**src/common/ctrl_settings.svh**
```systemverilog
// ****************************************
// field widths, RISC-V opcode and funct3
// codes, result source code for loads
// ****************************************

`ifndef CTRL_SETTINGS_SVH
`define CTRL_SETTINGS_SVH

// field widths
`define CTRL_OP_W  7
`define CTRL_REG_W 5
`define CTRL_F3_W  3

// supported opcodes
`define CTRL_OP_LOAD    7'b0000011
`define CTRL_OP_STORE   7'b0100011
`define CTRL_OP_RTYPE   7'b0110011
`define CTRL_OP_BRANCH  7'b1100011
`define CTRL_OP_ITYPE   7'b0010011
`define CTRL_OP_JAL     7'b1101111
`define CTRL_OP_LUI     7'b0110111
`define CTRL_OP_JALR    7'b1100111

// funct3 codes
`define CTRL_F3_ADDSUB  3'b000
`define CTRL_F3_SLT     3'b010
`define CTRL_F3_OR      3'b110
`define CTRL_F3_AND     3'b111
`define CTRL_F3_BEQ     3'b000
`define CTRL_F3_BNE     3'b001

// result source that marks a load in execute
`define CTRL_RES_LOAD   2'b01

`endif

```
**src/common/ctrl_pkg.sv**
```systemverilog
// ****************************************
// shared types of the dual-issue control
// unit: decode inputs, stage controls,
// forwarding selects and hazard flags
// ****************************************

`include "ctrl_settings.svh"

package ctrl_pkg;

   typedef logic [`CTRL_REG_W-1:0] regIdx_t;

   // decode inputs of one slot
   typedef struct packed {
      logic [`CTRL_OP_W-1:0] op;
      logic [`CTRL_F3_W-1:0] funct3;
      logic                  funct7b5;
   } instrFields_t;

   typedef struct packed {
      regIdx_t rs1;
      regIdx_t rs2;
      regIdx_t rd;
   } decodeRegs_t;

   typedef struct packed {
      regIdx_t rs1;
      regIdx_t rs2;
      regIdx_t rd;
   } execRegs_t;

   typedef enum logic [2:0] {
      aluAdd = 3'b000,
      aluSub = 3'b001,
      aluAnd = 3'b010,
      aluOr  = 3'b011,
      aluSlt = 3'b101
   } aluCtrl_e;

   typedef enum logic [1:0] {
      resAlu     = 2'b00,
      resLoad    = `CTRL_RES_LOAD,
      resPcPlus4 = 2'b10,
      resImm     = 2'b11
   } resultSrc_e;

   // full decode word of one slot
   typedef struct packed {
      logic       regWrite;
      logic [2:0] immSrc;
      logic       aluSrc;
      logic       memWrite;
      resultSrc_e resultSrc;
      logic       branch;
      logic       jump;
      logic       branchNe;
      aluCtrl_e   aluControl;
      logic       usesRs2;
   } decodeCtrl_t;

   typedef struct packed {
      aluCtrl_e aluControl;
      logic     aluSrc;
   } execCtrl_t;

   typedef struct packed {
      logic       memWrite;
      resultSrc_e resultSrc;
   } memCtrl_t;

   typedef struct packed {
      logic       regWrite;
      resultSrc_e resultSrc;
   } wbCtrl_t;

   // per-slot view the hazard unit needs
   typedef struct packed {
      resultSrc_e resultSrcE;
      logic       regWriteM;
      logic       regWriteW;
   } slotState_t;

   typedef enum logic [1:0] {
      fwdEx  = 2'd0,
      fwdWb  = 2'd1,
      fwdMem = 2'd2
   } fwdSrc_e;

   typedef struct packed {
      logic    otherSlot;
      fwdSrc_e src;
   } fwdSel_t;

   typedef struct packed {
      logic stallF;
      logic stallD;
      logic flushD;
      logic flushE;
   } slotHazard_t;

   typedef struct packed {
      logic raw;
      logic war;
      logic waw;
   } pairHazard_t;

endpackage

```
**src/hw/slotControl/slotDecoder.sv**
```systemverilog
// ****************************************
// decode stage of one slot: main decoder,
// ALU decoder and branch-sense decoder
// ****************************************

`timescale 1ns/100ps

`include "ctrl_settings.svh"

module slotDecoder import ctrl_pkg::*; (
   input  instrFields_t fields_i,
   output decodeCtrl_t  ctrl_o,
   output logic [2:0]   immSrc_o
);

   // ALU class from the main decoder
   localparam logic [1:0] aluOpMem    = 2'b00;
   localparam logic [1:0] aluOpBranch = 2'b01;
   localparam logic [1:0] aluOpFunct  = 2'b10;

   typedef struct packed {
      logic       regWrite;
      logic [2:0] immSrc;
      logic       aluSrc;
      logic       memWrite;
      resultSrc_e resultSrc;
      logic       branch;
      logic [1:0] aluOp;
      logic       jump;
   } mainDec_t;

   mainDec_t mainDec;
   aluCtrl_e aluCtrl;
   logic     rtypeSub;
   logic     branchNe;
   logic     usesRs2;

   // regWrite_immSrc_aluSrc_memWrite_resultSrc_branch_aluOp_jump
   always_comb begin
      case (fields_i.op)
         `CTRL_OP_LOAD:   mainDec = 12'b1_000_1_0_01_0_00_0;
         `CTRL_OP_STORE:  mainDec = 12'b0_001_1_1_00_0_00_0;
         `CTRL_OP_RTYPE:  mainDec = 12'b1_000_0_0_00_0_10_0;
         `CTRL_OP_BRANCH: mainDec = 12'b0_010_0_0_00_1_01_0;
         `CTRL_OP_ITYPE:  mainDec = 12'b1_000_1_0_00_0_10_0;
         `CTRL_OP_JAL:    mainDec = 12'b1_011_0_0_10_0_00_1;
         `CTRL_OP_LUI:    mainDec = 12'b1_100_0_0_11_0_00_0;
         `CTRL_OP_JALR:   mainDec = 12'b1_000_1_0_10_0_00_1;
         // unsupported opcodes leave every control low
         default:         mainDec = '0;
      endcase
   end

   // subtract only for R-type with funct7 bit 5 set
   assign rtypeSub = fields_i.funct7b5 & fields_i.op[5];

   always_comb begin
      case (mainDec.aluOp)
         aluOpBranch: aluCtrl = aluSub;
         aluOpFunct: begin
            case (fields_i.funct3)
               `CTRL_F3_ADDSUB: aluCtrl = rtypeSub ? aluSub : aluAdd;
               `CTRL_F3_SLT:    aluCtrl = aluSlt;
               `CTRL_F3_OR:     aluCtrl = aluOr;
               `CTRL_F3_AND:    aluCtrl = aluAnd;
               default:         aluCtrl = aluAdd;
            endcase
         end
         aluOpMem: aluCtrl = aluAdd;
         default:  aluCtrl = aluAdd;
      endcase
   end

   // bne inverts the zero flag in execute
   assign branchNe = mainDec.branch & (fields_i.funct3 == `CTRL_F3_BNE);

   assign usesRs2 = (fields_i.op == `CTRL_OP_RTYPE) ||
                    (fields_i.op == `CTRL_OP_STORE) ||
                    (fields_i.op == `CTRL_OP_BRANCH);

   assign ctrl_o = '{
      regWrite:   mainDec.regWrite,
      immSrc:     mainDec.immSrc,
      aluSrc:     mainDec.aluSrc,
      memWrite:   mainDec.memWrite,
      resultSrc:  mainDec.resultSrc,
      branch:     mainDec.branch,
      jump:       mainDec.jump,
      branchNe:   branchNe,
      aluControl: aluCtrl,
      usesRs2:    usesRs2
   };

   assign immSrc_o = mainDec.immSrc;

endmodule

```
**src/hw/slotControl/slotPipe.sv**
```systemverilog
// ****************************************
// execute, memory and writeback control
// registers of one slot, branch redirect
// ****************************************

`timescale 1ns/100ps

module slotPipe import ctrl_pkg::*; (
   input  logic        clk,
   input  logic        reset,
   input  decodeCtrl_t ctrlD_i,
   input  logic        flushE_i,
   input  logic        zeroE_i,
   output execCtrl_t   execCtrl_o,
   output logic        pcSrcE_o,
   output memCtrl_t    memCtrl_o,
   output wbCtrl_t     wbCtrl_o,
   output slotState_t  state_o
);

   execCtrl_t  execE;
   logic       regWriteE;
   logic       memWriteE;
   resultSrc_e resultSrcE;
   logic       branchE;
   logic       branchNeE;
   logic       jumpE;

   logic       regWriteM;
   memCtrl_t   memM;
   wbCtrl_t    wbW;

   // a flush inserts a bubble into execute
   always_ff @(posedge clk) begin
      if (reset || flushE_i) begin
         execE      <= '0;
         regWriteE  <= 1'b0;
         memWriteE  <= 1'b0;
         resultSrcE <= resAlu;
         branchE    <= 1'b0;
         branchNeE  <= 1'b0;
         jumpE      <= 1'b0;
      end else begin
         execE      <= '{aluControl: ctrlD_i.aluControl, aluSrc: ctrlD_i.aluSrc};
         regWriteE  <= ctrlD_i.regWrite;
         memWriteE  <= ctrlD_i.memWrite;
         resultSrcE <= ctrlD_i.resultSrc;
         branchE    <= ctrlD_i.branch;
         branchNeE  <= ctrlD_i.branchNe;
         jumpE      <= ctrlD_i.jump;
      end
   end

   // memory and writeback only clear on reset
   always_ff @(posedge clk) begin
      if (reset) begin
         regWriteM <= 1'b0;
         memM      <= '0;
         wbW       <= '0;
      end else begin
         regWriteM <= regWriteE;
         memM      <= '{memWrite: memWriteE, resultSrc: resultSrcE};
         wbW       <= '{regWrite: regWriteM, resultSrc: memM.resultSrc};
      end
   end

   // taken branch or any jump redirects fetch
   assign pcSrcE_o = (branchE & (zeroE_i ^ branchNeE)) | jumpE;

   assign execCtrl_o = execE;
   assign memCtrl_o  = memM;
   assign wbCtrl_o   = wbW;

   assign state_o = '{resultSrcE: resultSrcE, regWriteM: regWriteM, regWriteW: wbW.regWrite};

endmodule

```
**src/hw/hazard/hazardUnit.sv**
```systemverilog
// ****************************************
// forwarding, load-use stalls, pair
// hazards and stall/flush for both slots
// ****************************************

`timescale 1ns/100ps

module hazardUnit import ctrl_pkg::*; (
   input  decodeCtrl_t ctrlD1_i,
   input  decodeCtrl_t ctrlD2_i,
   input  decodeRegs_t regsD1_i,
   input  decodeRegs_t regsD2_i,
   input  execRegs_t   regsE1_i,
   input  execRegs_t   regsE2_i,
   input  regIdx_t     rdM1_i,
   input  regIdx_t     rdW1_i,
   input  regIdx_t     rdM2_i,
   input  regIdx_t     rdW2_i,
   input  slotState_t  state1_i,
   input  slotState_t  state2_i,
   input  logic        mispredict_i,
   output fwdSel_t     fwdA1_o,
   output fwdSel_t     fwdB1_o,
   output fwdSel_t     fwdA2_o,
   output fwdSel_t     fwdB2_o,
   output slotHazard_t hazard1_o,
   output slotHazard_t hazard2_o,
   output pairHazard_t pair_o
);

   logic lwStall1;
   logic loadUse1;
   logic loadUse2;
   logic hazard2;
   logic flush2;

   // priority runs own mem, own wb, other mem, other wb
   // index zero never forwards
   function automatic fwdSel_t pickFwd(
      input regIdx_t rs,
      input regIdx_t rdOwnM,
      input logic    wrOwnM,
      input regIdx_t rdOwnW,
      input logic    wrOwnW,
      input regIdx_t rdOthM,
      input logic    wrOthM,
      input regIdx_t rdOthW,
      input logic    wrOthW
   );
      fwdSel_t sel;
      sel = '{otherSlot: 1'b0, src: fwdEx};
      if (rs != '0) begin
         if (wrOwnM && (rs == rdOwnM))
            sel = '{otherSlot: 1'b0, src: fwdMem};
         else if (wrOwnW && (rs == rdOwnW))
            sel = '{otherSlot: 1'b0, src: fwdWb};
         else if (wrOthM && (rs == rdOthM))
            sel = '{otherSlot: 1'b1, src: fwdMem};
         else if (wrOthW && (rs == rdOthW))
            sel = '{otherSlot: 1'b1, src: fwdWb};
      end
      return sel;
   endfunction

   assign fwdA1_o = pickFwd(regsE1_i.rs1, rdM1_i, state1_i.regWriteM, rdW1_i,
                            state1_i.regWriteW, rdM2_i, state2_i.regWriteM,
                            rdW2_i, state2_i.regWriteW);
   assign fwdB1_o = pickFwd(regsE1_i.rs2, rdM1_i, state1_i.regWriteM, rdW1_i,
                            state1_i.regWriteW, rdM2_i, state2_i.regWriteM,
                            rdW2_i, state2_i.regWriteW);
   assign fwdA2_o = pickFwd(regsE2_i.rs1, rdM2_i, state2_i.regWriteM, rdW2_i,
                            state2_i.regWriteW, rdM1_i, state1_i.regWriteM,
                            rdW1_i, state1_i.regWriteW);
   assign fwdB2_o = pickFwd(regsE2_i.rs2, rdM2_i, state2_i.regWriteM, rdW2_i,
                            state2_i.regWriteW, rdM1_i, state1_i.regWriteM,
                            rdW1_i, state1_i.regWriteW);

   // pair hazards between the two decoded instructions
   assign pair_o.raw = ctrlD1_i.regWrite && (regsD1_i.rd != '0) &&
                       ((regsD2_i.rs1 == regsD1_i.rd) ||
                        (ctrlD2_i.usesRs2 && (regsD2_i.rs2 == regsD1_i.rd)));
   assign pair_o.war = ctrlD2_i.regWrite && (regsD2_i.rd != '0) &&
                       ((regsD1_i.rs1 == regsD2_i.rd) ||
                        (ctrlD1_i.usesRs2 && (regsD1_i.rs2 == regsD2_i.rd)));
   assign pair_o.waw = ctrlD1_i.regWrite && ctrlD2_i.regWrite &&
                       (regsD1_i.rd == regsD2_i.rd) && (regsD1_i.rd != '0);

   // load in slot 1 execute against either slot's decode
   assign lwStall1 = (state1_i.resultSrcE == resLoad) && (regsE1_i.rd != '0) &&
                     ((regsD1_i.rs1 == regsE1_i.rd) || (regsD1_i.rs2 == regsE1_i.rd));
   assign loadUse1 = (state1_i.resultSrcE == resLoad) && (regsE1_i.rd != '0) &&
                     ((regsD2_i.rs1 == regsE1_i.rd) || (regsD2_i.rs2 == regsE1_i.rd));
   // load in slot 2 execute feeding slot 1
   assign loadUse2 = (state2_i.resultSrcE == resLoad) && (regsE2_i.rd != '0) &&
                     ((regsD1_i.rs1 == regsE2_i.rd) || (regsD1_i.rs2 == regsE2_i.rd));

   assign hazard1_o = '{
      stallF: lwStall1,
      stallD: lwStall1,
      flushD: mispredict_i,
      flushE: lwStall1 | mispredict_i
   };

   assign hazard2 = pair_o.raw || pair_o.waw || loadUse1 || loadUse2;

   // slot 2 also drops its instruction behind a slot 1 branch or jump
   assign flush2 = hazard2 || mispredict_i || ctrlD1_i.branch || ctrlD1_i.jump;

   assign hazard2_o = '{
      stallF: hazard2,
      stallD: hazard2,
      flushD: flush2,
      flushE: flush2
   };

endmodule

```
**src/hw/dualIssueControl.sv**
```systemverilog
// ****************************************
// dual-issue control top: two slot
// decoders and pipes, shared hazard unit
// ****************************************

`timescale 1ns/100ps

module dualIssueControl import ctrl_pkg::*; (
   input  logic        clk,
   input  logic        reset,
   input  instrFields_t fields1_i,
   input  instrFields_t fields2_i,
   input  decodeRegs_t regsD1_i,
   input  decodeRegs_t regsD2_i,
   input  execRegs_t   regsE1_i,
   input  execRegs_t   regsE2_i,
   input  regIdx_t     rdM1_i,
   input  regIdx_t     rdW1_i,
   input  regIdx_t     rdM2_i,
   input  regIdx_t     rdW2_i,
   input  logic        zeroE1_i,
   input  logic        zeroE2_i,
   input  logic        mispredict_i,
   output logic [2:0]  immSrc1_o,
   output logic [2:0]  immSrc2_o,
   output execCtrl_t   execCtrl1_o,
   output execCtrl_t   execCtrl2_o,
   output logic        pcSrcE1_o,
   output logic        pcSrcE2_o,
   output memCtrl_t    memCtrl1_o,
   output memCtrl_t    memCtrl2_o,
   output wbCtrl_t     wbCtrl1_o,
   output wbCtrl_t     wbCtrl2_o,
   output fwdSel_t     fwdA1_o,
   output fwdSel_t     fwdB1_o,
   output fwdSel_t     fwdA2_o,
   output fwdSel_t     fwdB2_o,
   output slotHazard_t hazard1_o,
   output slotHazard_t hazard2_o,
   output pairHazard_t pair_o
);

   decodeCtrl_t ctrlD1;
   decodeCtrl_t ctrlD2;
   slotState_t  state1;
   slotState_t  state2;

   // slot 1
   slotDecoder u_decoder1 (
      .fields_i (fields1_i),
      .ctrl_o   (ctrlD1),
      .immSrc_o (immSrc1_o)
   );

   slotPipe u_pipe1 (
      .clk        (clk),
      .reset      (reset),
      .ctrlD_i    (ctrlD1),
      .flushE_i   (hazard1_o.flushE),
      .zeroE_i    (zeroE1_i),
      .execCtrl_o (execCtrl1_o),
      .pcSrcE_o   (pcSrcE1_o),
      .memCtrl_o  (memCtrl1_o),
      .wbCtrl_o   (wbCtrl1_o),
      .state_o    (state1)
   );

   // slot 2
   slotDecoder u_decoder2 (
      .fields_i (fields2_i),
      .ctrl_o   (ctrlD2),
      .immSrc_o (immSrc2_o)
   );

   slotPipe u_pipe2 (
      .clk        (clk),
      .reset      (reset),
      .ctrlD_i    (ctrlD2),
      .flushE_i   (hazard2_o.flushE),
      .zeroE_i    (zeroE2_i),
      .execCtrl_o (execCtrl2_o),
      .pcSrcE_o   (pcSrcE2_o),
      .memCtrl_o  (memCtrl2_o),
      .wbCtrl_o   (wbCtrl2_o),
      .state_o    (state2)
   );

   hazardUnit u_hazardUnit (
      .ctrlD1_i     (ctrlD1),
      .ctrlD2_i     (ctrlD2),
      .regsD1_i     (regsD1_i),
      .regsD2_i     (regsD2_i),
      .regsE1_i     (regsE1_i),
      .regsE2_i     (regsE2_i),
      .rdM1_i       (rdM1_i),
      .rdW1_i       (rdW1_i),
      .rdM2_i       (rdM2_i),
      .rdW2_i       (rdW2_i),
      .state1_i     (state1),
      .state2_i     (state2),
      .mispredict_i (mispredict_i),
      .fwdA1_o      (fwdA1_o),
      .fwdB1_o      (fwdB1_o),
      .fwdA2_o      (fwdA2_o),
      .fwdB2_o      (fwdB2_o),
      .hazard1_o    (hazard1_o),
      .hazard2_o    (hazard2_o),
      .pair_o       (pair_o)
   );

endmodule

```
**config.mk**
```make
export PLATFORM = sky130hd
export DESIGN_NAME = dualIssueControl
export DESIGN_NICKNAME = d
export VERILOG_FILES = /design/src/common/ctrl_pkg.sv /design/src/hw/slotControl/slotDecoder.sv /design/src/hw/slotControl/slotPipe.sv /design/src/hw/hazard/hazardUnit.sv /design/src/hw/dualIssueControl.sv
export VERILOG_INCLUDE_DIRS = /design/src /design/src/common
export SDC_FILE = /design/constraint.sdc
export NUM_CORES = 1
export LEC_CHECK = 0
export BUFFER_PORTS_ARGS = -buffer_cell sky130_fd_sc_hd__buf_2
export CORE_MARGIN = 4
export CORE_UTILIZATION = 45
export DETAILED_ROUTE_END_ITERATION = 8
export PLACE_DENSITY = 0.78
export SLEW_MARGIN = 40
export SYNTH_ARGS = -nofsm -noshare
export SYNTH_HDL_FRONTEND = slang
export SYNTH_HIERARCHICAL = 1
export SYNTH_SLANG_ARGS = --single-unit
```
**constraint.sdc**
```tcl
create_clock -name clk -period 1.8 [get_ports clk]
set_input_delay 0.27 -clock clk [delete_from_list [all_inputs] [get_ports clk]]
set_output_delay 0.27 -clock clk [all_outputs]
set_load 0.005 [all_outputs]
```
==> results summary, run 1 <==
Once layout is complete, the utilization of the core stands at 0.6415. The number of filler instances in the final layout came out at between 600 and 700. The cell count after placement came out at 739. Of the synthesized area, sequential elements account for 0.1847. Summed over all nets, the switching power comes to 694.4 uW. The final reports fail on negative setup slack. The post-synthesis instance area came out at approximately 0.0039 mm^2.

Dividing the detail-routed wire length by the instance count gives between 15 and 20 um. The worst pin sits at a relative slew slack of 0.7666. The post-route fraction of the period consumed by the critical path is 1.043.

The data required time at the worst endpoint is about 1.5 ns. The tree built by TritonCTS fans out to 36 sinks. The count of final hold-check violations came out at 0. The share of synthesized area in the top cell type comes to 0.1847. STA classifies the critical path endpoint as a primary output.

The cell row count is 33. The complex-gate fraction of the synthesized area is 0.06925. After clock tree synthesis, the clock-pin slew on the worst setup and hold paths is ~0.070 ns. After synthesis, the cell types taking the most area are sky130_fd_sc_hd__dfxtp_1 (18%), sky130_fd_sc_hd__xor2_1 (18%), sky130_fd_sc_hd__xnor2_1 (13%). The leakage power of the design is 2.559 nW.

Input and output buffers added on the ports amount to 157. The hold buffer count at cts is 0. Compared with the post-synthesis result, the final layout area differs by 37.10%. The average cell area after synthesis is 8.181 um^2. The number of flops mapped to enable cells by yosys is 0. In this run the critical register-to-register path is launched from u_pipe1/resultSrcE[0]$_SDFF_PP0_.

The worst vdd rail ir drop is 0.0003823 V. The internal portion of total power is roughly 1.9 mW. The worst setup path is of the in2out kind.

Entering global routing, the biggest net connects 17 pins. Following the worst setup path forward leads to its endpoint at hazard2_o[2]. The most numerous cell type found on the critical path is sky130_fd_sc_hd__buf_2. The TritonCTS clock tree is done.

Subtracting the final worst setup slack from the clock period gives roughly 1.9 ns. The global-route usage over all layers came out at 0.2237. The number of antenna diodes in the final layout is 0. The kind of cell adding the most delay to the critical path is simple AND/OR/NAND/NOR gates. The number of iterations in the first detailed-routing pass came out at 4. The peak fanout along the critical path is 7. The most used flip-flop cell after synthesis is sky130_fd_sc_hd__dfxtp_1. The signal arrival time at the worst endpoint came out at approximately 1.6 ns. The worst hold path belongs to the class in2reg. The multiplexer share of the synthesized area came out at 0.

The starting utilization of the core area is 0.4679. In this run the number of cells on the critical path is 9. The number of antenna violations at the first check in global routing came out at 0.

Synthesis produced about 480 cells. Of the cells placed in the final design, the portion with a size suffix greater than 1 is 0.4676. STA classifies the critical path startpoint as a primary input. Of the total synthesized cell area, the portion taken by AND, OR, NAND and NOR gates is 0.3290. The half-perimeter wire length of the detailed placement result came out at ~10000 um.

The combinational power share came out at 0.316. The master cell of the clock root buffer is sky130_fd_sc_hd__clkbuf_8. Setup violations remaining at the end of the flow were counted as 5. The critical hold path startpoint is fields1_i[2]. The top cell types in the final layout, fill and taps aside, are sky130_fd_sc_hd__buf_2 (142), sky130_fd_sc_hd__xor2_1 (82), sky130_fd_sc_hd__buf_4 (63). For this run, the slowest stage of the critical path takes 0.26 ns. The max-capacitance violation count is 0. The H-tree depth is 2.

The sequential cell fraction of total power is 0.309. The worst clock skew on the final layout is ~0.0054 ns. In this run the worst setup path begins at fields2_i[9].

For this run the aggregate overflow at the end of global routing stands at 0. The wire length of the first global-routing pass is about 18000 um. The via count of the first global-routing pass came out at between 3k and 4k. The slowest cell on the critical path is sky130_fd_sc_hd__nor3_2. The width of the chip came out at about 100 um. Using the TritonRoute via totals, the vias-per-cell ratio works out to 5.191.

Clock tree synthesis inserted a total of 5 buffers. The overall routed net length is roughly 12000 um. Once detail routing completed, the nets flagged for antenna violations numbered 0. The finished layout holds between 700 and 800 standard cells, fillers aside. The buffer and inverter count on the worst path came out at 3. The core footprint is about 0.0083 mm^2.

Pin placement for this block handled roughly 160 I/O pins. Setup repair after global routing could not meet its margin everywhere. The share of synthesized cell area in full adder, half adder and majority cells came out at 0.01282. The power density of the placed cells is between 400 and 500 mW/mm^2. Setup slack on the worst reg-to-reg path comes out at roughly 0.34 ns. The clock latency reported for the late side of the worst-skew pair is around 0.28 ns. The die outline height is between 100 and 150 um. In the post-route analysis, the smallest setup slack over all paths is -0.07675 ns. The worst register-to-register path ends at u_pipe2/jumpE$_SDFF_PP0_. The main combinational cell family by area after synthesis is simple AND/OR/NAND/NOR gates. Counting every net in the synthesized netlist gives just under 600. After the last flow step, the layout net total stands at roughly 760. Traced cell by cell, the critical path runs through buf_2 -> nand4b_1 -> nor2_2 -> a21o_1 -> nand2_1 -> nor3_2 -> buf_4 -> nand3b_1 -> buf_2. The final count of pins violating max slew came out at 0. The area share of xor/xnor cells in the synthesized design is 0.3120. The final weighted congestion of routability-driven global placement is 0.9419. For this block, the initial DRC count from the detailed router was 111. The fraction of registers with async set/reset is 0. The switching share of total power is 0.2686. Yosys printed 6 warnings. The worst-case reg-to-reg path depth came out at 7. The slew of the pin with the lowest slew margin came out at 0.3500 ns.

The die covers between 0.01 and 0.015 mm^2. The most common cell after layout, fill and taps aside is sky130_fd_sc_hd__buf_2. The run finished, with violations left. The post-detailed-route DRC marker count came out at 0.

OpenSTA, run right after detailed placement, puts the worst setup slack at -0.2785 ns. The maximum count of clock buffers along a single path came out at 2. The proportion of power drawn by the clock network came out at 0.375.

The highest attainable clock frequency is ~530 MHz. The number of vias in the routed layout is ~4k. Counting flops and latches in the post-synthesis netlist gives 36. The largest total area in the synthesized netlist belongs to sky130_fd_sc_hd__dfxtp_1. The number of library cell types mapped by synthesis is 49.
-- power by group through the flow --
stage / clock, mW / sequential, mW / combinational (mW)
after floorplan: 0 / 0.817 / 0.419
after global placement: 0 / 0.818 / 0.726
after detailed placement: 0 / 0.818 / 0.749
after CTS: 0.989 / 0.799 / 0.768
after global routing: 1.02 / 0.799 / 0.878
final: 0.968 / 0.799 / 0.817
-- through the flow --
step	setup TNS (ns)	power [mW]	cell area (um^2)	hold WS, ns
after detailed placement	-6.372	1.567	4932	0.4346
final	-0.3177	2.585	5350	0.3319
after CTS	-0.4274	2.556	5182	0.3254
after floorplan	-0.7655	1.236	3934	0.4281
after global routing	-1.102	2.697	5350	0.3363
after global placement	-5.003	1.544	4932	0.4325
-- synth_stat cells (2+ instances only) --
cell type / n
sky130_fd_sc_hd__xor2_1: 82
sky130_fd_sc_hd__nor4b_4: 2
sky130_fd_sc_hd__buf_4: 21
sky130_fd_sc_hd__a21boi_0: 2
sky130_fd_sc_hd__ha_1: 4
sky130_fd_sc_hd__buf_2: 10
sky130_fd_sc_hd__inv_1: 7
sky130_fd_sc_hd__dfxtp_1: 36
sky130_fd_sc_hd__or3_2: 2
sky130_fd_sc_hd__o21ai_0: 3
sky130_fd_sc_hd__nand2_1: 17
sky130_fd_sc_hd__o21bai_1: 4
sky130_fd_sc_hd__and2b_2: 14
sky130_fd_sc_hd__nor3_1: 20
sky130_fd_sc_hd__nand4_1: 3
sky130_fd_sc_hd__nor4bb_1: 2
sky130_fd_sc_hd__nand4bb_4: 2
sky130_fd_sc_hd__and3_1: 19
sky130_fd_sc_hd__a221oi_1: 2
sky130_fd_sc_hd__nand3b_1: 3
sky130_fd_sc_hd__clkbuf_2: 2
sky130_fd_sc_hd__or2_4: 2
sky130_fd_sc_hd__and2_4: 20
sky130_fd_sc_hd__a21o_1: 4
sky130_fd_sc_hd__or3_1: 2
sky130_fd_sc_hd__and2_2: 2
sky130_fd_sc_hd__a21oi_1: 8
sky130_fd_sc_hd__nor2_2: 2
sky130_fd_sc_hd__xnor2_1: 57
sky130_fd_sc_hd__a211oi_1: 8
sky130_fd_sc_hd__buf_6: 4
sky130_fd_sc_hd__nor2_1: 24
sky130_fd_sc_hd__nor2b_1: 3
sky130_fd_sc_hd__o22ai_1: 2
sky130_fd_sc_hd__clkbuf_1: 19
sky130_fd_sc_hd__or4_1: 8
sky130_fd_sc_hd__and2_1: 4
sky130_fd_sc_hd__nand4b_1: 2
sky130_fd_sc_hd__nand2b_1: 8
sky130_fd_sc_hd__nand3_1: 17
sky130_fd_sc_hd__nor4_1: 16
-- registers in the layout (all words and copies together), names as in the netlist, 2 cells and up --
register	flops
u_pipe1/execCtrl_o	4
u_pipe1/memCtrl_o	3
u_pipe1/resultSrcE	2
u_pipe1/wbCtrl_o	2
u_pipe2/execCtrl_o	4
u_pipe2/memCtrl_o	3
u_pipe2/resultSrcE	2
u_pipe2/wbCtrl_o	2
-- area by class of cell --
class                      count  area, um^2  share of cell area
sequential                    36       721.9              0.1349
inverter                       7       26.28            0.004911
clock buffer                   5       68.82             0.01286
clock inverter                 3       90.09             0.01684
tap                          105       131.4             0.02456
multi-input combinational    379        2973              0.5557
timing repair buffer         218        1339              0.2502
-- cells by family (layout without fill, tap and decap cells) --
group / after synthesis / count (layout)
adders and majority gates: 4 / 4
AOI/OAI and AO/OA: 39 / 39
and+or+nand+nor: 196 / 197
DFF: 36 / 36
xor gates and xnor gates: 139 / 139
buffers and inverters: 63 / 233
-- worst register-to-register path: stages (launching register included) --
cell and delay [ns]:
sky130_fd_sc_hd__dfxtp_1 0.34, sky130_fd_sc_hd__inv_1 0.07, sky130_fd_sc_hd__nor3_1 0.27, sky130_fd_sc_hd__o21ai_1 0.15, sky130_fd_sc_hd__nand3_2 0.13, sky130_fd_sc_hd__buf_4 0.15, sky130_fd_sc_hd__nor2_4 0.05, sky130_fd_sc_hd__and2_2 0.20
-- how the worst min path moves through the flow --
stage	end	slack (ns)	cells after the start
floorplan	u_pipe1/memCtrl_o[2]$_SDFF_PP0_	0.43	1
global placement	u_pipe1/regWriteM$_SDFF_PP0_	0.43	1
detailed placement	u_pipe1/regWriteM$_SDFF_PP0_	0.43	1
CTS	u_pipe1/branchNeE$_SDFF_PP0_	0.33	3
global route	u_pipe2/branchNeE$_SDFF_PP0_	0.34	3
finish	u_pipe1/branchNeE$_SDFF_PP0_	0.33	3
-- repair_timing --
action / in CTS / in global routing
setup endpoints to repair: 7 / 38
buffers inserted: 3 / 2
gates resized for setup: 15 / 46
pin swaps: 5 / 17
gates cloned: 0 / 1
-- layer usage --
layer  track usage  wire (um)
met3       0.02491        902
met1        0.2627       4844
met4       0.05010        111
met2        0.4301       6212
met5             0          0
Note: power is estimated with default switching activity, not from simulation.
==> run 2, diff against run 1 <==
--- a/config.mk
+++ b/config.mk
@@ -8,10 +8,9 @@
 export LEC_CHECK = 0
 export BUFFER_PORTS_ARGS = -buffer_cell sky130_fd_sc_hd__buf_2
 export CORE_MARGIN = 4
-export CORE_UTILIZATION = 45
+export CORE_UTILIZATION = 54
 export DETAILED_ROUTE_END_ITERATION = 8
-export PLACE_DENSITY = 0.78
-export SLEW_MARGIN = 40
+export PLACE_DENSITY = 0.88
 export SYNTH_ARGS = -nofsm -noshare
 export SYNTH_HDL_FRONTEND = slang
 export SYNTH_HIERARCHICAL = 1
==> constraint.sdc (replaced) <==
create_clock -name clk -period 2.21 [get_ports clk]
set_input_delay 0.3315 -clock clk [delete_from_list [all_inputs] [get_ports clk]]
set_output_delay 0.3315 -clock clk [all_outputs]
set_load 0.005 [all_outputs]
==> run 2 against run 1 <==
Net effect: the run now ends clean; via count down 5.9%; first-iteration DRC count is 29% higher; count of clock-buffer cells in the layout rose by 1; global-route usage increased by 1.6 points; critical path type unchanged; clock power decreased by 53%; largest power group is now registers.
==> results summary, run 2 (same netlist as run 1, synthesis figures left out) <==
The slowest stage of the critical path is the sky130_fd_sc_hd__or4_1 cell. The number of filler instances in the final layout is 618 (-11%). The final weighted congestion of routability-driven global placement came out at 0.8966 (-4.8%).

The headroom to the max-slew limit was 0.6724 (-0.09422). The number of antenna violations at the first check in global routing is 0 (unchanged). The fraction of final layout cells with drive strength greater than 1 is 0.3744 (-0.09322). The highest attainable clock frequency came out at 477.3 MHz.

The number of port buffers is 157 (unchanged). The largest net degree at the start of global routing came out at 17 (unchanged). The clock latency reported for the late side of the worst-skew pair is 0.27 ns (about the same). The number of nets still failing antenna checks after routing came out at 0 (unchanged). In this design, the critical path's most frequently occurring cell is sky130_fd_sc_hd__buf_2. In the finished design, the share of the clock period the worst path needs comes to 0.9479. The total design power came out at 1.663 mW (-36%). The worst vdd rail ir drop came to 0.0002405 V (-37%). The width of the chip came out at 93.01 um (-8.0%). The flow ran to the end, and the final reports show no timing, DRC or antenna violations. The setup slack after layout came out at 0.1151 ns (+0.1918 ns). The diode insertion count for antenna repair is 0 (unchanged).

The overall routed net length came to 10620 um (-12%). The post-detailed-route DRC marker count came out at 0 (unchanged). TritonCTS built the clock tree. The count of final hold-check violations was 0 (unchanged). The layout net count is 703 (-7.3%). Traced cell by cell, the critical path runs through buf_2 -> or4_1 -> o21ai_2 -> inv_1 -> a22oi_2 -> nand3_1 -> buf_2. The core footprint came out at 0.006907 mm^2 (-17%). The peak fanout along the critical path is 4 (-3). The number of vias in the routed layout is 3680 (-5.9%). The final cell utilization of the core is 0.6696 (+0.02810). In this run the worst setup path begins at regsD1_i[0]. The starting utilization of the core area came to 0.5650 (+0.09714). The average wire per cell in the routed design was 15.42 um (-3.8%).

The maximum count of clock buffers along a single path came out at 2 (unchanged). The class of the worst hold path is in2reg. The clock slew seen by the registers of the worst setup and hold paths came out at 0.07 ns (about the same). The final count of pins violating max slew came out at 0 (unchanged).

The worst clock skew on the final layout came out at 0.004492 ns (-0.0009499 ns). The max-capacitance violation count came to 0 (unchanged). The CTS buffer count is 5 (unchanged).

The area added between synthesis and finish is 18.50%. By startpoint and endpoint, the worst setup path is classified as in2out. The via count of the first global-routing pass is 3740 (-2.8%). The signal arrival time at the worst endpoint came out at 1.76 ns (+0.15 ns). The type of origin of the critical path is a primary input. The total global routing overflow is 0 (unchanged). The violation count after the first detailed-routing iteration is 143 (+29%). The critical path capture point type is a primary output. The startpoint identified for the worst hold timing path is fields1_i[3]. The wire length of the first global-routing pass came out at 17160 um (-7.1%).

The pre-CTS setup slack is 0.07248 ns (+0.3509 ns). The floorplan die area is 0.008651 mm^2 (-15%). The master cell of the clock root buffer is sky130_fd_sc_hd__clkbuf_8.

The biggest cell delay along the critical path came to 0.55 ns (+0.29 ns). The number of ports placed on the die boundary is 158 (unchanged). Setup repair after global routing left no endpoint under its margin. The most common cell after layout, fill and taps aside is sky130_fd_sc_hd__buf_2. The post-route minimum period is ~2.1 ns. The clock sink total is 36 (unchanged).

The top cell types in the final layout, fill and taps aside, are sky130_fd_sc_hd__buf_2 (157), sky130_fd_sc_hd__xor2_1 (82), sky130_fd_sc_hd__xnor2_1 (57). The global-route usage over all layers came to 0.2398 (+0.01613). The setup TNS came to 0 ns (+0.3177 ns). The final setup violation count came out at 0 (-5). The leakage power of the design is 2.205 nW (-14%).

The slew of the pin with the lowest slew margin was 0.4869 ns (+0.1368 ns). The data required time at the worst endpoint came out at 1.88 ns (+0.35 ns). The half-perimeter wire length of the detailed placement result came out at 8732 um (-13%).

The cell row count is 30 (-9.1%). The number of iterations in the first detailed-routing pass came out at 4 (unchanged). The die outline height came out at 93.01 um (-8.0%).

The via density per instance is 5.341 (+2.9%). The startpoint identified for the worst register-to-register timing path is u_pipe1/resultSrcE[0]$_SDFF_PP0_. The power density of the placed cells came out at 359.6 mW/mm^2 (-26%).

The H-tree depth is 2 (unchanged).
-- run 2: cell count changes in the layout (fill, tap and decap cells not counted), moves of 3 or more --
cell / change
sky130_fd_sc_hd__buf_4: -56
sky130_fd_sc_hd__nor4_1: +4
sky130_fd_sc_hd__buf_2: +15
sky130_fd_sc_hd__nor3_2: -6
sky130_fd_sc_hd__bufinv_16: -3
sky130_fd_sc_hd__nor2_1: +4
sky130_fd_sc_hd__nor2_4: -3
sky130_fd_sc_hd__nor3_1: +6
sky130_fd_sc_hd__buf_6: -10
sky130_fd_sc_hd__nor4_2: -4
-- run 2: per-stage QoR --
step | instances | hold slack (ns) | cell area [um^2]
2_1_floorplan | 477 | 0.4281 | 3902
3_3_place_gp | 681 | 0.4336 | 4527
3_5_place_dp | 681 | 0.4397 | 4527
4_1_cts | 689 | 0.3922 | 4619
5_1_grt | 689 | 0.4032 | 4624
6_report | 689 | 0.4066 | 4624
-- run 2: power by group --
part	switching, mW	leakage (nW)	internal [mW]
clock	0.210	0.0510	0.248
sequential	0.000957	0.290	0.650
combinational	0.304	1.86	0.249
total	0.515	2.20	1.15
-- run 2: what timing repair did --
action | in CTS | in global routing
hold buffers | 0 | 0
setup buffers | 0 | 0
resized for setup | 0 | 1
endpoints found under the setup margin | 0 | 4
-- run 2: layout make-up --
cell class	instances	area, um^2	area share
Tap cell	96	120.1	0.02597
Sequential cell	36	720.7	0.1558
Clock buffer	6	82.58	0.01786
Timing Repair Buffer	164	838.3	0.1813
Inverter	7	26.28	0.005682
Multi-Input combinational cell	378	2826	0.6112
Clock inverter	2	10.01	0.002164
-- run 2: worst max-delay path: cells and delay by family --
kind / cells / cell delay [ns]
AOI/OAI and AO/OA: 2 / 0.33
buffers and inverters: 3 / 0.39
and+or+nand+nor: 2 / 0.71
-- run 2: worst paths after layout --
kind	endpoint	slack [ns]	cells after the start
worst max-delay path	hazard2_o[1]	0.12	7
worst min-delay path	u_pipe1/branchNeE$_SDFF_PP0_	0.41	3
worst max register to register	u_pipe2/jumpE$_SDFF_PP0_	0.77	7
worst min register to register	u_pipe2/regWriteM$_SDFF_PP0_	0.45	1
-- run 2: per-layer routing --
layer,up-vias,share of wire,track usage
met5,-,0,0
met4,0,0.027,0.09035
met3,25,0.091,0.03620
met2,205,0.50,0.4373
met1,1646,0.38,0.2812
li1,1804,-,-
==> run 3, diff against run 2 <==
--- a/config.mk
+++ b/config.mk
@@ -7,7 +7,6 @@
 export NUM_CORES = 1
 export LEC_CHECK = 0
 export BUFFER_PORTS_ARGS = -buffer_cell sky130_fd_sc_hd__buf_2
-export CORE_MARGIN = 4
 export CORE_UTILIZATION = 54
 export DETAILED_ROUTE_END_ITERATION = 8
 export PLACE_DENSITY = 0.88
==> run 3 against run 2 <==
Net effect: flip-flop and latch count is the same; cell count up 0.44%; critical path type unchanged; count of clock-buffer cells in the layout fell by 1; sequential power is essentially flat; critical path depth is the same; largest cell class unchanged; clock power is 20% higher.
==> results summary, run 3 (same netlist as run 1, synthesis figures left out) <==
The critical path is of the in2out type. The critical path's most frequent cell is sky130_fd_sc_hd__buf_2. The cell row count was 30 (unchanged).

met2 is the most crowded layer. The worst vdd rail ir drop is 0.0003204 V (+33%). The via density per instance is 5.439 (+1.8%).

The number of port buffers is 157 (unchanged). The reg-to-reg startpoint is u_pipe1/resultSrcE[0]$_SDFF_PP0_. The maximum count of clock buffers along a single path is 2 (unchanged). Tracing the worst setup path back leads to its startpoint at regsE2_i[1].

TritonCTS built the clock tree. The number of nets still failing antenna checks after routing is 0 (unchanged). In this run the clock root is driven by a sky130_fd_sc_hd__clkbuf_8. Walking the worst path, the cells encountered are buf_2 -> or4_1 -> nor2_1 -> nor3b_1 -> a22oi_2 -> nand3_1 -> buf_2. The combinational power share is 0.317 (-0.016). The average wire per cell in the routed design is 14.72 um (-4.5%).

The hold buffer count at cts is 0 (unchanged). The diode insertion count for antenna repair is 0 (unchanged). The sequential cell fraction of total power came to 0.371 (-0.021). The final design area excluding fillers is 0.004666 mm^2 (+0.89%). The tightest hold margin came out at 0.3943 ns (-0.01231 ns). The starting utilization of the core area came out at 0.5681 (+0.003088).

The post-route fraction of the period consumed by the critical path was 0.9579 (+0.009965). The number of buffers inserted to repair setup after CTS came out at 0 (unchanged). The power density of the placed cells came to 376.5 mW/mm^2 (+4.7%). The number of filler instances in the final layout was 543 (-12%). The overall routed net length came out at 10190 um (-4.1%). The switching power came to 521.3 uW (+1.2%). The switching share of total power came out at 0.2968 (-0.01289). The internal portion of total power is 1.235 mW (+7.6%). The post-route minimum period came out at 2.117 ns (+0.02202 ns).

The headroom to the max-slew limit is 0.6518 (-0.02063). The signal arrival time at the worst endpoint came out at 1.79 ns (+0.03 ns). The count of final hold-check violations came out at 0 (unchanged).

The post-placement cell area is 0.004549 mm^2 (+0.50%). The biggest cell delay along the critical path is 0.51 ns (-0.04 ns). The number of ports placed on the die boundary came out at 158 (unchanged). The worst setup path is launched from a primary input.

The die outline height came out at 87.01 um (-6.5%). The met1 routing resource usage after global routing is 0.2931 (+0.01188). The leakage power of the design came out at 2.223 nW (+0.83%). The via count of the first global-routing pass is 3535 (-5.5%). Among all stages on the critical path, the largest delay is contributed by sky130_fd_sc_hd__or4_1. The area growth from synthesis to layout is 19.56%.

The highest attainable clock frequency is 472.4 MHz (-1.0%). The width of the chip is 87.01 um (-6.5%). The most common cell after layout, fill and taps aside is sky130_fd_sc_hd__buf_2.

Leaving out fill and tap cells, the most frequent cells in the layout are sky130_fd_sc_hd__buf_2 (157), sky130_fd_sc_hd__xor2_1 (82), sky130_fd_sc_hd__xnor2_1 (57). The worst clock skew on the final layout is 0.003733 ns (-0.0007590 ns). The fraction of final layout cells with drive strength greater than 1 is 0.3775 (+0.003149). The setup TNS came out at 0 ns (unchanged). The run finished with clean final reports.

The total global routing overflow came out at 0 (unchanged). The proportion of power drawn by the clock network came to 0.312 (+0.036). The area used by sequential logic in the layout is 720.7 um^2 (unchanged). The post-detailed-route DRC marker count came to 0 (unchanged).

The final weighted congestion of routability-driven global placement came out at 0.9487 (+5.8%). The number of antenna violations at the first check in global routing was 0 (unchanged). The multi-input combinational cell area is 0.002826 mm^2 (unchanged). The final setup violation count is 0 (unchanged). The max-capacitance violation count is 0 (unchanged). The critical path capture point type is a primary output. The half-perimeter wire length of the detailed placement result is 8285 um (-5.1%).

The met3 usage in global routing came out at 0.03886 (+0.002660). The data required time at the worst endpoint came out at 1.88 ns (about the same). The peak fanout along the critical path is 3 (-1). Setup repair after global routing left no endpoint under its margin.

The floorplan die area is 0.007571 mm^2 (-12%). The number of gates given a new drive strength after cts came out at 0 (unchanged). The clock sink total came out at 36 (unchanged). The number of vias in the routed layout is 3764 (+2.3%). The number of iterations in the first detailed-routing pass is 4 (unchanged). The largest net degree at the start of global routing is 17 (unchanged). The global-route usage over all layers came out at 0.2624 (+0.02259). The routing usage on met2 came out at 0.4875 (+0.05016). The wire length of the first global-routing pass came out at 15710 um (-8.4%). The core footprint came out at 0.006869 mm^2 (-0.54%). The layout net count came out at 706 (+0.43%). The CTS buffer count came out at 5 (unchanged).

In this run the worst hold path is classified as in2reg. The H-tree depth is 2 (unchanged). The slew of the pin with the lowest slew margin is 0.5156 ns (+0.02869 ns).

The critical hold path startpoint is fields1_i[2]. The violation count after the first detailed-routing iteration is 134 (-6.3%). The clock latency reported for the late side of the worst-skew pair came out at 0.28 ns (about the same). The final count of pins violating max slew came out at 0 (unchanged). The clock slew seen by the registers of the worst setup and hold paths is 0.07 ns (about the same).
## run 3: metal layers
| metal | wire length, um | part of all wire |
|---|---|---|
| met2 | 5128 | 0.50 |
| met4 | 247 | 0.024 |
| met5 | 0 | 0 |
| met1 | 3906 | 0.38 |
| met3 | 903 | 0.089 |
## run 3: worst paths after layout
path                                                      to  slack [ns]  cells after the start
worst max-delay path                            hazard2_o[1]        0.09                      7
worst min-delay path            u_pipe1/branchNeE$_SDFF_PP0_        0.39                      3
worst max register to register      u_pipe2/jumpE$_SDFF_PP0_        0.73                      7
worst min register to register  u_pipe1/regWriteM$_SDFF_PP0_        0.45                      1
## run 3: through the flow
step	cells	utilization	worst slack (ns)	power, mW
3_5_place_dp	684	0.6623	0.06673	1.211
2_1_floorplan	477	-	0.1443	1.002
6_report	692	0.6792	0.09304	1.756
4_1_cts	692	0.6785	0.07188	1.769
5_1_grt	692	0.6792	0.05258	1.844
3_3_place_gp	684	0.6623	0.1454	1.187
## run 3: area by class of cell
cell class | count | area share
clock inverters | 3 | 0.009118
inverters | 7 | 0.005632
repair buffers | 167 | 0.1845
flip-flops and latches | 36 | 0.1545
multi-input cells | 378 | 0.6058
clock buffers | 5 | 0.01475
well taps | 96 | 0.02574
## run 3: power groups by stage
stage | Clock, mW | Combinational [mW] | Sequential, mW
global placement | 0 | 0.521 | 0.666
CTS | 0.570 | 0.548 | 0.651
floorplan | 0 | 0.336 | 0.666
detailed placement | 0 | 0.545 | 0.666
finish | 0.549 | 0.556 | 0.651
global route | 0.596 | 0.597 | 0.651
## run 3: critical path: cells and delay by family
kind	cells	cell delay (ns)
simple gates	4	0.99
compound gates	1	0.17
buf+inv	2	0.28
